### config.mk
export PLATFORM = sky130hd
export DESIGN_NAME = aa_bridge
export DESIGN_NICKNAME = d
export VERILOG_FILES = /design/src/hdl/aa_pkg.sv /design/src/hdl/aa_bridge.sv /design/src/hdl/aa_regs.sv /design/src/hdl/ls_stream_req.sv /design/src/hdl/ss_lite_req.sv /design/src/hdl/stream_tx_mux.sv
export VERILOG_INCLUDE_DIRS = /design/src /design/src/hdl
export SDC_FILE = /design/constraint.sdc
export NUM_CORES = 1
export LEC_CHECK = 0
export BUFFER_PORTS_ARGS = -buffer_cell sky130_fd_sc_hd__buf_2
export CORE_MARGIN = 4
export CORE_UTILIZATION = 35
export CTS_CLUSTER_DIAMETER = 30
export DETAILED_ROUTE_END_ITERATION = 16
export PLACE_DENSITY_LB_ADDON = 0.08
export SETUP_SLACK_MARGIN = 0.1
export SYNTH_ARGS = -nofsm -noshare
export SYNTH_HDL_FRONTEND = slang
export SYNTH_SLANG_ARGS = --single-unit
### constraint.sdc
create_clock -name axis_clk -period 11.9 [get_ports axis_clk]
set_input_delay 0 -clock axis_clk [delete_from_list [all_inputs] [get_ports axis_clk]]
set_output_delay 0 -clock axis_clk [all_outputs]
set_load 0.01 [all_outputs]
### src/hdl/aa_defs.svh
// --------------------
// bridge widths, tuser beat codes and address windows
// --------------------
`ifndef AA_DEFS_SVH
`define AA_DEFS_SVH

// bus widths
`define AA_DATA_W  32
`define AA_STRB_W  4
`define AA_LADDR_W 15
// address field carried in beat bits 27:0
`define AA_RADDR_W 28

// tuser beat kinds
`define AA_TUSER_WRITE  2'b01
`define AA_TUSER_RD_REQ 2'b10
`define AA_TUSER_RD_CPL 2'b11

// local window, addr[14:12] picks the block and addr[11:8] the target
`define AA_WIN_BLOCK 3'b010
`define AA_WIN_MBOX  4'h0
`define AA_WIN_REG   4'h1

// stream address bits 27:8 of the same targets seen from the remote side
`define AA_REMOTE_MBOX 20'h00020
`define AA_REMOTE_REG  20'h00021

`define AA_MBOX_DEPTH 8

`endif

### src/hdl/aa_pkg.sv
// --------------------
// shared types of the AXI-Lite / AXI-Stream bridge
// --------------------
`default_nettype none
`include "aa_defs.svh"

package aa_pkg;

  typedef logic [`AA_DATA_W-1:0] aa_word_t;
  typedef logic [`AA_STRB_W-1:0] aa_strb_t;

  // beat kind on tuser
  typedef enum logic [1:0] {
    TU_WRITE  = `AA_TUSER_WRITE,
    TU_RD_REQ = `AA_TUSER_RD_REQ,
    TU_RD_CPL = `AA_TUSER_RD_CPL
  } aa_tuser_e;

  // local AXI-Lite slave FSM
  typedef enum logic [3:0] {
    LS_IDLE, LS_WR, LS_WR_B1, LS_WR_B2, LS_W_DONE,
    LS_RD, LS_RD_REQ, LS_RD_WAIT, LS_R_DONE
  } ls_state_e;

  // stream slave / AXI-Lite master FSM
  typedef enum logic [2:0] {
    SS_IDLE, SS_WR_B2, SS_REG, SS_WR_LM, SS_RD_AR, SS_RD_R, SS_CPL
  } ss_state_e;

endpackage

`default_nettype wire

### src/hdl/aa_bridge.sv
// --------------------
// AXI-Lite to AXI-Stream bridge top with mailbox and interrupt
// --------------------
`default_nettype none
`include "aa_defs.svh"

module aa_bridge import aa_pkg::*; (
  input  logic                   axis_clk,
  input  logic                   axis_rst_n,
  input  logic                   cc_aa_enable,
  // AXI-Lite slave
  input  logic                   s_awvalid,
  input  logic [`AA_LADDR_W-1:0] s_awaddr,
  input  logic                   s_wvalid,
  input  aa_word_t               s_wdata,
  input  aa_strb_t               s_wstrb,
  input  logic                   s_arvalid,
  input  logic [`AA_LADDR_W-1:0] s_araddr,
  input  logic                   s_rready,
  output logic                   s_awready,
  output logic                   s_wready,
  output logic                   s_arready,
  output logic                   s_rvalid,
  output aa_word_t               s_rdata,
  // AXI-Lite master
  output logic                   m_awvalid,
  output aa_word_t               m_awaddr,
  output logic                   m_wvalid,
  output aa_word_t               m_wdata,
  output aa_strb_t               m_wstrb,
  output logic                   m_arvalid,
  output aa_word_t               m_araddr,
  output logic                   m_rready,
  input  logic                   m_awready,
  input  logic                   m_wready,
  input  logic                   m_arready,
  input  logic                   m_rvalid,
  input  aa_word_t               m_rdata,
  // stream in
  input  logic                   as_aa_tvalid,
  input  aa_word_t               as_aa_tdata,
  input  aa_strb_t               as_aa_tstrb,
  input  aa_tuser_e              as_aa_tuser,
  output logic                   aa_as_tready,
  // stream out
  output logic                   aa_as_tvalid,
  output aa_word_t               aa_as_tdata,
  output aa_strb_t               aa_as_tstrb,
  output aa_tuser_e              aa_as_tuser,
  input  logic                   as_aa_tready,
  output logic                   mb_irq
);

  // busy handshake and stream ready terms
  logic       ls_busy, ss_busy, cpl_ready, req_ready;
  // register ports
  logic       lw_en, rw_en;
  logic [8:0] lw_addr, rw_addr, lr_addr;
  aa_word_t   lw_data, rw_data, reg_rdata;
  aa_strb_t   lw_strb, rw_strb;
  // per-path beats
  logic       ls_tvalid, ss_tvalid;
  aa_word_t   ls_tdata, ss_tdata;
  aa_strb_t   ls_tstrb;
  aa_tuser_e  ls_tuser;

  aa_regs       u_regs (.*);
  ls_stream_req u_ls   (.*);
  ss_lite_req   u_ss   (.*);
  stream_tx_mux u_mux  (.*);

  // request beats and completions share the one input ready
  assign aa_as_tready = req_ready | cpl_ready;

  // a completion taken by the local path carries a full strobe
  a_cpl_strb: assert property (@(posedge axis_clk) disable iff (!axis_rst_n)
    cpl_ready |-> as_aa_tstrb == {`AA_STRB_W{1'b1}})
    else $error("aa_bridge: completion beat with partial strobe");

endmodule

`default_nettype wire

### src/hdl/aa_regs.sv
// --------------------
// mailbox words and interrupt enable/status of the bridge
// local and remote write ports, one local read port
// --------------------
`default_nettype none
`include "aa_defs.svh"

module aa_regs import aa_pkg::*; (
  input  logic       axis_clk,
  input  logic       axis_rst_n,
  input  logic       lw_en,
  input  logic [8:0] lw_addr,
  input  aa_word_t   lw_data,
  input  aa_strb_t   lw_strb,
  input  logic       rw_en,
  input  logic [8:0] rw_addr,
  input  aa_word_t   rw_data,
  input  aa_strb_t   rw_strb,
  input  logic [8:0] lr_addr,
  output aa_word_t   reg_rdata,
  output logic       mb_irq
);

  // addr bit 8 selects the interrupt block, bits 4:2 the mailbox word
  aa_word_t   mbox [`AA_MBOX_DEPTH];
  logic       intr_enable;
  logic       intr_status;
  logic       lw_mbox;
  logic       mb_we;
  logic [2:0] mb_idx;
  aa_word_t   mb_wdata;
  aa_strb_t   mb_wstrb;
  logic       st_clr;
  logic       st_set;

  // local side wins the mailbox when both land together
  assign lw_mbox  = lw_en & ~lw_addr[8];
  assign mb_we    = lw_mbox | (rw_en & ~rw_addr[8]);
  assign mb_idx   = lw_mbox ? lw_addr[4:2] : rw_addr[4:2];
  assign mb_wdata = lw_mbox ? lw_data : rw_data;
  assign mb_wstrb = lw_mbox ? lw_strb : rw_strb;

  always_ff @(posedge axis_clk) begin
    if (mb_we) begin
      for (int b = 0; b < `AA_STRB_W; b++) begin
        if (mb_wstrb[b]) mbox[mb_idx][8*b +: 8] <= mb_wdata[8*b +: 8];
      end
    end
  end

  // status is write-one-to-clear locally, set by any remote mailbox write
  assign st_clr = lw_en & lw_addr[8] & lw_addr[2] & lw_strb[0] & lw_data[0];
  assign st_set = rw_en & ~rw_addr[8] & (|rw_strb);

  always_ff @(posedge axis_clk or negedge axis_rst_n) begin
    if (!axis_rst_n) begin
      intr_enable <= 1'b0;
      intr_status <= 1'b0;
    end else begin
      if (st_clr) intr_status <= 1'b0;
      else if (st_set) intr_status <= 1'b1;
      // enable at offset 0, byte lane 0
      if (lw_en & lw_addr[8] & ~lw_addr[2] & lw_strb[0]) intr_enable <= lw_data[0];
      else if (rw_en & rw_addr[8] & ~rw_addr[2] & rw_strb[0]) intr_enable <= rw_data[0];
    end
  end

  assign reg_rdata = lr_addr[8] ?
    {{(`AA_DATA_W-1){1'b0}}, (lr_addr[2] ? intr_status : intr_enable)} : mbox[lr_addr[4:2]];

  assign mb_irq = intr_enable & intr_status;

  // both request FSMs must hand over a settled offset with each strobe
  a_lw_addr_known: assert property (@(posedge axis_clk) disable iff (!axis_rst_n)
    lw_en |-> !$isunknown({lw_addr, lw_strb}))
    else $error("aa_regs: local write with unknown address");
  a_rw_addr_known: assert property (@(posedge axis_clk) disable iff (!axis_rst_n)
    rw_en |-> !$isunknown({rw_addr, rw_strb}))
    else $error("aa_regs: remote write with unknown address");

endmodule

`default_nettype wire

### src/hdl/ls_stream_req.sv
// --------------------
// local AXI-Lite slave, serves the bridge window or forwards as stream beats
// --------------------
`default_nettype none
`include "aa_defs.svh"

module ls_stream_req import aa_pkg::*; (
  input  logic                   axis_clk,
  input  logic                   axis_rst_n,
  input  logic                   cc_aa_enable,
  input  logic                   ss_busy,
  input  logic                   s_awvalid,
  input  logic [`AA_LADDR_W-1:0] s_awaddr,
  input  logic                   s_wvalid,
  input  aa_word_t               s_wdata,
  input  aa_strb_t               s_wstrb,
  input  logic                   s_arvalid,
  input  logic [`AA_LADDR_W-1:0] s_araddr,
  input  logic                   s_rready,
  output logic                   s_awready,
  output logic                   s_wready,
  output logic                   s_arready,
  output logic                   s_rvalid,
  output aa_word_t               s_rdata,
  input  logic                   as_aa_tvalid,
  input  aa_word_t               as_aa_tdata,
  input  aa_tuser_e              as_aa_tuser,
  input  logic                   as_aa_tready,
  input  aa_word_t               reg_rdata,
  output logic                   ls_busy,
  output logic                   cpl_ready,
  output logic                   lw_en,
  output logic [8:0]             lw_addr,
  output aa_word_t               lw_data,
  output aa_strb_t               lw_strb,
  output logic [8:0]             lr_addr,
  output logic                   ls_tvalid,
  output aa_word_t               ls_tdata,
  output aa_strb_t               ls_tstrb,
  output aa_tuser_e              ls_tuser
);

  ls_state_e              ls_state;
  logic [`AA_LADDR_W-1:0] addr_q;
  aa_word_t               data_q;
  aa_strb_t               strb_q;
  aa_word_t               cpl_q;
  logic                   start_wr;
  logic                   start;
  logic                   hit_mbox;
  logic                   hit_local;
  logic [`AA_RADDR_W-1:0] raddr;

  // write wins when aw/w and ar show up together
  assign start_wr  = s_awvalid & s_wvalid;
  assign start     = cc_aa_enable & ~ss_busy & (start_wr | s_arvalid);
  assign hit_mbox  = (addr_q[14:12] == `AA_WIN_BLOCK) && (addr_q[11:8] == `AA_WIN_MBOX);
  assign hit_local = hit_mbox ||
                     ((addr_q[14:12] == `AA_WIN_BLOCK) && (addr_q[11:8] == `AA_WIN_REG));
  assign raddr     = {{(`AA_RADDR_W-`AA_LADDR_W){1'b0}}, addr_q};

  // completion accepted only while a forwarded read waits for it
  assign cpl_ready = (ls_state == LS_RD_WAIT) & as_aa_tvalid & (as_aa_tuser == TU_RD_CPL);

  // --------------------
  // FSM
  // --------------------
  always_ff @(posedge axis_clk or negedge axis_rst_n) begin
    if (!axis_rst_n) begin
      ls_state <= LS_IDLE;
    end else begin
      case (ls_state)
        LS_IDLE:    if (start) ls_state <= start_wr ? LS_WR : LS_RD;
        LS_WR:      ls_state <= hit_local ? LS_W_DONE : LS_WR_B1;
        LS_WR_B1:   if (as_aa_tready) ls_state <= LS_WR_B2;
        // mailbox already acked before its beats went out
        LS_WR_B2:   if (as_aa_tready) ls_state <= hit_mbox ? LS_IDLE : LS_W_DONE;
        LS_W_DONE:  ls_state <= hit_mbox ? LS_WR_B1 : LS_IDLE;
        LS_RD:      ls_state <= hit_local ? LS_R_DONE : LS_RD_REQ;
        LS_RD_REQ:  if (as_aa_tready) ls_state <= LS_RD_WAIT;
        LS_RD_WAIT: if (cpl_ready) ls_state <= LS_R_DONE;
        LS_R_DONE:  if (s_rready) ls_state <= LS_IDLE;
        default:    ls_state <= LS_IDLE;
      endcase
    end
  end

  // payload latches
  always_ff @(posedge axis_clk) begin
    if ((ls_state == LS_IDLE) && start) begin
      addr_q <= start_wr ? s_awaddr : s_araddr;
      data_q <= s_wdata;
      strb_q <= s_wstrb;
    end
    if (cpl_ready) cpl_q <= as_aa_tdata;
  end

  // AXI-Lite slave side
  assign s_awready = (ls_state == LS_W_DONE);
  assign s_wready  = s_awready;
  assign s_arready = (ls_state == LS_RD);
  assign s_rvalid  = (ls_state == LS_R_DONE);
  assign s_rdata   = hit_local ? reg_rdata : cpl_q;
  assign ls_busy   = (ls_state != LS_IDLE);

  // register port, write lands on the ack cycle
  assign lw_en   = s_awready & hit_local;
  assign lw_addr = addr_q[8:0];
  assign lw_data = data_q;
  assign lw_strb = strb_q;
  assign lr_addr = addr_q[8:0];

  // --------------------
  // outgoing beats
  // --------------------
  assign ls_tvalid = (ls_state == LS_WR_B1) || (ls_state == LS_WR_B2) ||
                     (ls_state == LS_RD_REQ);
  assign ls_tdata  = (ls_state == LS_WR_B1) ? {strb_q, raddr} :
                     (ls_state == LS_WR_B2) ? data_q : {{`AA_STRB_W{1'b0}}, raddr};
  assign ls_tstrb  = (ls_state == LS_RD_REQ) ? {`AA_STRB_W{1'b1}} : strb_q;
  assign ls_tuser  = (ls_state == LS_RD_REQ) ? TU_RD_REQ : TU_WRITE;

  // read data shows one cycle after the accept pulse or the completion beat
  a_rvalid_order: assert property (@(posedge axis_clk) disable iff (!axis_rst_n)
    $rose(s_rvalid) |-> !s_arready && $past(s_arready || cpl_ready))
    else $error("ls_stream_req: s_rvalid rose out of order");

endmodule

`default_nettype wire

### src/hdl/ss_lite_req.sv
// --------------------
// stream slave, applies remote register writes or runs AXI-Lite master cycles
// --------------------
`default_nettype none
`include "aa_defs.svh"

module ss_lite_req import aa_pkg::*; (
  input  logic       axis_clk,
  input  logic       axis_rst_n,
  input  logic       ls_busy,
  input  logic       as_aa_tvalid,
  input  aa_word_t   as_aa_tdata,
  input  aa_tuser_e  as_aa_tuser,
  input  logic       as_aa_tready,
  output logic       m_awvalid,
  output aa_word_t   m_awaddr,
  output logic       m_wvalid,
  output aa_word_t   m_wdata,
  output aa_strb_t   m_wstrb,
  output logic       m_arvalid,
  output aa_word_t   m_araddr,
  output logic       m_rready,
  input  logic       m_awready,
  input  logic       m_wready,
  input  logic       m_arready,
  input  logic       m_rvalid,
  input  aa_word_t   m_rdata,
  output logic       ss_busy,
  output logic       req_ready,
  output logic       rw_en,
  output logic [8:0] rw_addr,
  output aa_word_t   rw_data,
  output aa_strb_t   rw_strb,
  output logic       ss_tvalid,
  output aa_word_t   ss_tdata
);

  ss_state_e              ss_state;
  logic [`AA_RADDR_W-1:0] addr_q;
  aa_strb_t               strb_q;
  aa_word_t               data_q;
  aa_word_t               rdata_q;
  logic                   take_wr;
  logic                   take_rd;
  logic                   take_data;
  logic                   hit_mbox;
  logic                   hit_reg;
  aa_word_t               lm_addr;

  // beat 1 taken straight from idle, reads wait for the local side to drain
  assign take_wr   = (ss_state == SS_IDLE) & as_aa_tvalid & (as_aa_tuser == TU_WRITE);
  assign take_rd   = (ss_state == SS_IDLE) & as_aa_tvalid & (as_aa_tuser == TU_RD_REQ) &
                     ~ls_busy;
  assign take_data = (ss_state == SS_WR_B2) & as_aa_tvalid;
  assign req_ready = take_wr | take_rd | take_data;
  // accept term included so a local start never races a remote read
  assign ss_busy   = (ss_state != SS_IDLE) | req_ready;

  assign hit_mbox = (addr_q[`AA_RADDR_W-1:8] == `AA_REMOTE_MBOX);
  assign hit_reg  = (addr_q[`AA_RADDR_W-1:8] == `AA_REMOTE_REG);

  // --------------------
  // FSM
  // --------------------
  always_ff @(posedge axis_clk or negedge axis_rst_n) begin
    if (!axis_rst_n) begin
      ss_state <= SS_IDLE;
    end else begin
      case (ss_state)
        SS_IDLE:  if (take_wr) ss_state <= SS_WR_B2;
                  else if (take_rd) ss_state <= SS_RD_AR;
        SS_WR_B2: if (take_data) ss_state <= (hit_mbox | hit_reg) ? SS_REG : SS_WR_LM;
        SS_REG:   ss_state <= SS_IDLE;
        SS_WR_LM: if (m_awready & m_wready) ss_state <= SS_IDLE;
        SS_RD_AR: if (m_arready) ss_state <= SS_RD_R;
        SS_RD_R:  if (m_rvalid) ss_state <= SS_CPL;
        SS_CPL:   if (as_aa_tready) ss_state <= SS_IDLE;
        default:  ss_state <= SS_IDLE;
      endcase
    end
  end

  // beat 1 gives strobe and address, beat 2 the data word
  always_ff @(posedge axis_clk) begin
    if (take_wr | take_rd) begin
      addr_q <= as_aa_tdata[`AA_RADDR_W-1:0];
      strb_q <= as_aa_tdata[`AA_DATA_W-1:`AA_RADDR_W];
    end
    if (take_data) data_q <= as_aa_tdata;
    if ((ss_state == SS_RD_R) & m_rvalid) rdata_q <= m_rdata;
  end

  // AXI-Lite master, top nibble of the address is zero
  assign lm_addr   = {{(`AA_DATA_W-`AA_RADDR_W){1'b0}}, addr_q};
  assign m_awvalid = (ss_state == SS_WR_LM);
  assign m_wvalid  = m_awvalid;
  assign m_awaddr  = lm_addr;
  assign m_wdata   = data_q;
  assign m_wstrb   = strb_q;
  assign m_arvalid = (ss_state == SS_RD_AR);
  assign m_araddr  = lm_addr;
  assign m_rready  = (ss_state == SS_RD_R);

  // register port, bit 8 flags the interrupt block
  assign rw_en   = (ss_state == SS_REG);
  assign rw_addr = {hit_reg, addr_q[7:0]};
  assign rw_data = data_q;
  assign rw_strb = strb_q;

  // read completion beat
  assign ss_tvalid = (ss_state == SS_CPL);
  assign ss_tdata  = rdata_q;

  a_aw_hold: assert property (@(posedge axis_clk) disable iff (!axis_rst_n)
    m_awvalid && !(m_awready && m_wready) |=> m_awvalid && m_wvalid && $stable(m_awaddr))
    else $error("ss_lite_req: master write dropped before handshake");

endmodule

`default_nettype wire

### src/hdl/stream_tx_mux.sv
// --------------------
// merges local request beats and remote completions onto one stream
// --------------------
`default_nettype none
`include "aa_defs.svh"

module stream_tx_mux import aa_pkg::*; (
  input  logic      axis_clk,
  input  logic      axis_rst_n,
  input  logic      ls_tvalid,
  input  aa_word_t  ls_tdata,
  input  aa_strb_t  ls_tstrb,
  input  aa_tuser_e ls_tuser,
  input  logic      ss_tvalid,
  input  aa_word_t  ss_tdata,
  input  logic      as_aa_tready,
  output logic      aa_as_tvalid,
  output aa_word_t  aa_as_tdata,
  output aa_strb_t  aa_as_tstrb,
  output aa_tuser_e aa_as_tuser
);

  // remote path only ever sends completions
  assign aa_as_tvalid = ls_tvalid | ss_tvalid;
  assign aa_as_tdata  = ss_tvalid ? ss_tdata : ls_tdata;
  assign aa_as_tstrb  = ss_tvalid ? {`AA_STRB_W{1'b1}} : ls_tstrb;
  assign aa_as_tuser  = ss_tvalid ? TU_RD_CPL : ls_tuser;

  // busy handshake between the two FSMs keeps them apart
  a_no_overlap: assert property (@(posedge axis_clk) disable iff (!axis_rst_n)
    !(ls_tvalid && ss_tvalid))
    else $error("stream_tx_mux: both paths offered a beat");
  a_beat_stable: assert property (@(posedge axis_clk) disable iff (!axis_rst_n)
    aa_as_tvalid && !as_aa_tready |=> aa_as_tvalid && $stable(aa_as_tdata) &&
    $stable(aa_as_tstrb) && $stable(aa_as_tuser))
    else $error("stream_tx_mux: beat changed under back-pressure");

endmodule

`default_nettype wire

==> results.py <==
metrics = {
    "pwr": {
        "pwr-share-clk_pct": 52.8,
        "switchingPower_w": 0.001306,
        "ir_worst_vdd_mv": 0.1214,
        "p_sw_share_pct": 24.25,
        "power.internal_w": 0.004079,
        "combPwrFrac_pct": 11.3,
        "p_per_area_mw_per_mm2": 210.6,
        "fin_total_pwr_w": 0.005386,
        "cellLeakagePower_nw": 9.445,
        "seqPwrFrac_pct": 35.9,
    },
    "synthesis": {
        "synth.ff_latch_count": 447,
        "syn_inst": 1024,
        "synth.distinct_cells": 57,
        "synth-edff-count": 435,
        "seq_area_frac_synth_pct": 72.95,
        "ys.flop_type": "edfxtp_1",
        "ys_top_cells_by_area": "edfxtp_1 (71%), mux4_2 (7.9%), mux2_2 (3.3%), mux2i_1 (3.2%), nand2_1 (1.9%)",
        "yosysTopAreaCellShare_pct": 71.39,
        "yosys_warnings": 0,
        "synthArstFlopShare_pct": 2.013,
        "syn-cell-area_sq_mm": 0.01830,
        "synth_top_cell_by_area": "edfxtp_1",
        "syn_area_per_cell_sq_um": 17.87,
    },
    "die": {
        "die_w_microns": 236.6,
        "rows": 83,
        "die_area_sq_mm": 0.05600,
        "start_util_pct": 35.52,
        "ios": 330,
        "dieHeight_microns": 236.6,
        "coreArea_sq_mm": 0.05151,
    },
    "grt": {
        "grt_overflow": 0,
        "grt_max_degree": 65,
        "grt_pass1_vias": 12120,
        "grt_util_met1_pct": 24.57,
        "grt_util_met2_pct": 30.69,
        "grtUsageMet3_pct": 4.752,
        "grt_first_pass_wirelength_mm": 78.06,
        "top_usage_layer": "met2",
        "grt.total_usage_pct": 18.67,
        "antenna_found_initial": 4,
    },
    "final_layout": {
        "layout-drive-gt1-share_pct": 41.21,
        "nets": 1684,
        "diodes": 0,
        "syn_to_final_growth_pct": 39.77,
    },
    "critical_path": {
        "crit_type": "reg2reg",
        "critPathMaxStageDelay_ns": 1.01,
        "cp-end-kind": "flip-flop",
        "r2r-start": "u_ls.ls_state[0]$_DFFE_PN0P_",
        "critical_path_peak_fanout": 44,
        "startpoint": "u_ls.ls_state[0]$_DFFE_PN0P_",
        "crit_required_ns": 12.13,
        "cp-start-kind": "flip-flop",
        "r2r_cells": 4,
        "worst_path_dominant_cell_family": "simple AND/OR/NAND/NOR gates",
        "cp_num_buf_inv": 0,
        "crit_cells": 4,
        "worstPathCellList": "nor4b_4, and4_4, mux2i_1, a211oi_2",
        "cpMaxStageDelayCell": "a211oi_2",
        "worstPathArrival_ns": 4.51,
    },
    "run_status": {
        "status": "finished clean",
    },
    "routing": {
        "wl_mm": 53.44,
        "via_per_inst": 4.911,
        "wire_per_inst_microns": 23.23,
        "vias": 11300,
        "drt-initial-drc-count": 762,
        "ant_nets": 0,
        "dr.pass1.iters": 4,
        "drc": 0,
    },
    "placed_design": {
        "hpwl_mm": 34.29,
        "place.port_buffers": 317,
        "gp_congestion": 0.7350,
    },
    "sta": {
        "hold_viol": 0,
        "relSlewSlack_pct": 26.79,
        "final_max_slew_viol_count": 0,
        "whs_ns": 0.04000,
        "period_minus_slack_ns": 4.283,
        "timing.fmax_ghz": 0.2335,
        "fin_crit_sh_pct": 35.99,
        "final.setup_skew_ns": 0.02820,
        "fin_setup_tns_ns": 0,
        "tightest_slew_ns": 1.083,
        "grt_setup_unrepaired": "false",
        "setup_viol": 0,
    },
    "cts": {
        "cts_setup_buffers": 0,
        "htreeDepth": 3,
        "cts_buffers": 103,
        "clkSlewWorstSetupHoldPaths_ns": 0.04,
        "root_buffer": "clkbuf_16",
        "clock_latency_ns": 0.62,
        "cts_tree": "yes",
        "ctsResizeCount": 0,
        "cts.path.max_buffers": 3,
        "cts.sinks": 447,
    },
    "worst_hold_path": {
        "worstHoldStart": "s_awvalid",
        "hold_path_class": "in2reg",
        "hold_depth": 5,
    },
    "run": {
        "maxCapViolCount": 0,
    },
}
[cells in the mapped netlist, drive strengths merged, types with 3 or more instances]
cell type,instances
a211oi,34
a21oi,9
a41oi,4
buf,60
clkbuf,28
dfrtp,9
dfxtp,3
edfxtp,435
inv,8
mux2,55
mux2i,58
mux4,64
nand2,98
nand2b,5
nand3,6
nand3b,3
nand4,4
nand4bb,4
nor2,9
nor2b,6
nor3,4
nor3b,5
nor4,5
nor4b,4
o21ai,67
o31ai,4
or3,7
[cell usage in the layout (no fill, tap or decap), types with 10 or more instances in the layout]
cell type	n
a211oi_1	14
a211oi_2	20
buf_2	317
buf_4	24
bufinv_16	16
clkbuf_1	16
clkbuf_16	106
clkinv_2	20
clkinvlp_4	10
dlygate4sd3_1	146
edfxtp_1	435
mux2_2	54
mux2i_1	58
mux4_2	64
nand2_1	92
o21ai_0	63
[timing repair]
action,in CTS,in global routing
hold endpoints to repair,197,0
endpoints found under the setup margin,0,0
hold buffers,146,0
[flip-flops by register name, summed over array words and instances, names as in the netlist, 4 cells and up, named ones only]
signal / flops
u_ls.lw_strb: 4
u_ss.m_wdata: 32
u_ss.addr_q: 28
u_regs.mbox: 256
u_ls.addr_q: 15
u_ls.ls_state: 4
u_ss.m_wstrb: 4
u_ls.lw_data: 32
u_ss.ss_tdata: 32
u_ls.cpl_q: 32
[path summary, 6_finish.rpt]
check,slack (ns),endpoint
setup / recovery,7.62,u_regs.mbox[3][28]$_DFFE_PP_
hold / removal,0.04,u_ls.ls_state[2]$_DFFE_PN0P_
setup reg to reg,7.62,u_regs.mbox[3][28]$_DFFE_PP_
hold reg to reg,0.53,u_regs.intr_status$_DFFE_PN0P_
max in group asynchronous,11.13,u_ls.ls_state[1]$_DFFE_PN0P_
min in group asynchronous,0.42,u_ss.ss_state[2]$_DFFE_PN0P_
[cell families (layout without fill, tap and decap cells)]
family                 after synthesis  count (layout)  synth area share, %
multiplexers                       177             177                14.46
AO/OA/AOI/OAI                      134             134                4.596
AND/OR/NAND/NOR                    167             167                4.794
buffers and inverters               96             686                3.084
flip-flops                         447             447                72.95
other                                1               8              0.02050
XOR/XNOR                             2               2              0.09576
[area by class of cell]
| type | count | area (sq um) |
|---|---|---|
| fill | 4353 | 25940 |
| sequential | 447 | 13350 |
| clock buffer | 125 | 2754 |
| inverter | 8 | 30.03 |
| clock inverter | 66 | 793.3 |
| tap | 680 | 850.8 |
| timing repair buffer | 487 | 3228 |
| multi-input combinational | 488 | 4562 |
[power groups by stage]
| stage | sequential, W | clock, W | combinational [W] |
|---|---|---|---|
| 4_1_cts | 0.00193 | 0.00289 | 0.000615 |
| 2_1_floorplan | 0.00191 | 0 | 0.000356 |
| 3_5_place_dp | 0.00196 | 0 | 0.000563 |
| 3_3_place_gp | 0.00196 | 0 | 0.000559 |
| 6_report | 0.00193 | 0.00285 | 0.000607 |
| 5_1_grt | 0.00194 | 0.00298 | 0.000660 |
[layer usage]
| layer | part of all wire [%] | routed length, microns | up-vias |
|---|---|---|---|
| li1 | - | - | 5125 |
| met1 | 43 | 23200 | 5703 |
| met2 | 48 | 25810 | 400 |
| met3 | 6.4 | 3401 | 73 |
| met4 | 1.9 | 1030 | 0 |
| met5 | 0 | 0 | - |
[worst min-delay path, cell delays in order]
cell and delay, ns:
buf_2 0.11, a21oi_1 0.19, a31o_2 0.13, a211oi_1 0.06, mux2i_1 0.11
[metrics by stage]
stage | setup WS, ns | util, % | instances | cell area (sq um)
global placement | 7.700 | 39.92 | 1964 | 20560
detailed placement | 7.573 | 39.92 | 1964 | 20560
CTS | 7.530 | 49.65 | 2301 | 25570
floorplan | 5.176 | - | 1031 | 18320
global route | 7.348 | 49.65 | 2301 | 25570
finish | 7.617 | 49.65 | 2301 | 25570
Power figures use the tool's default switching activity.
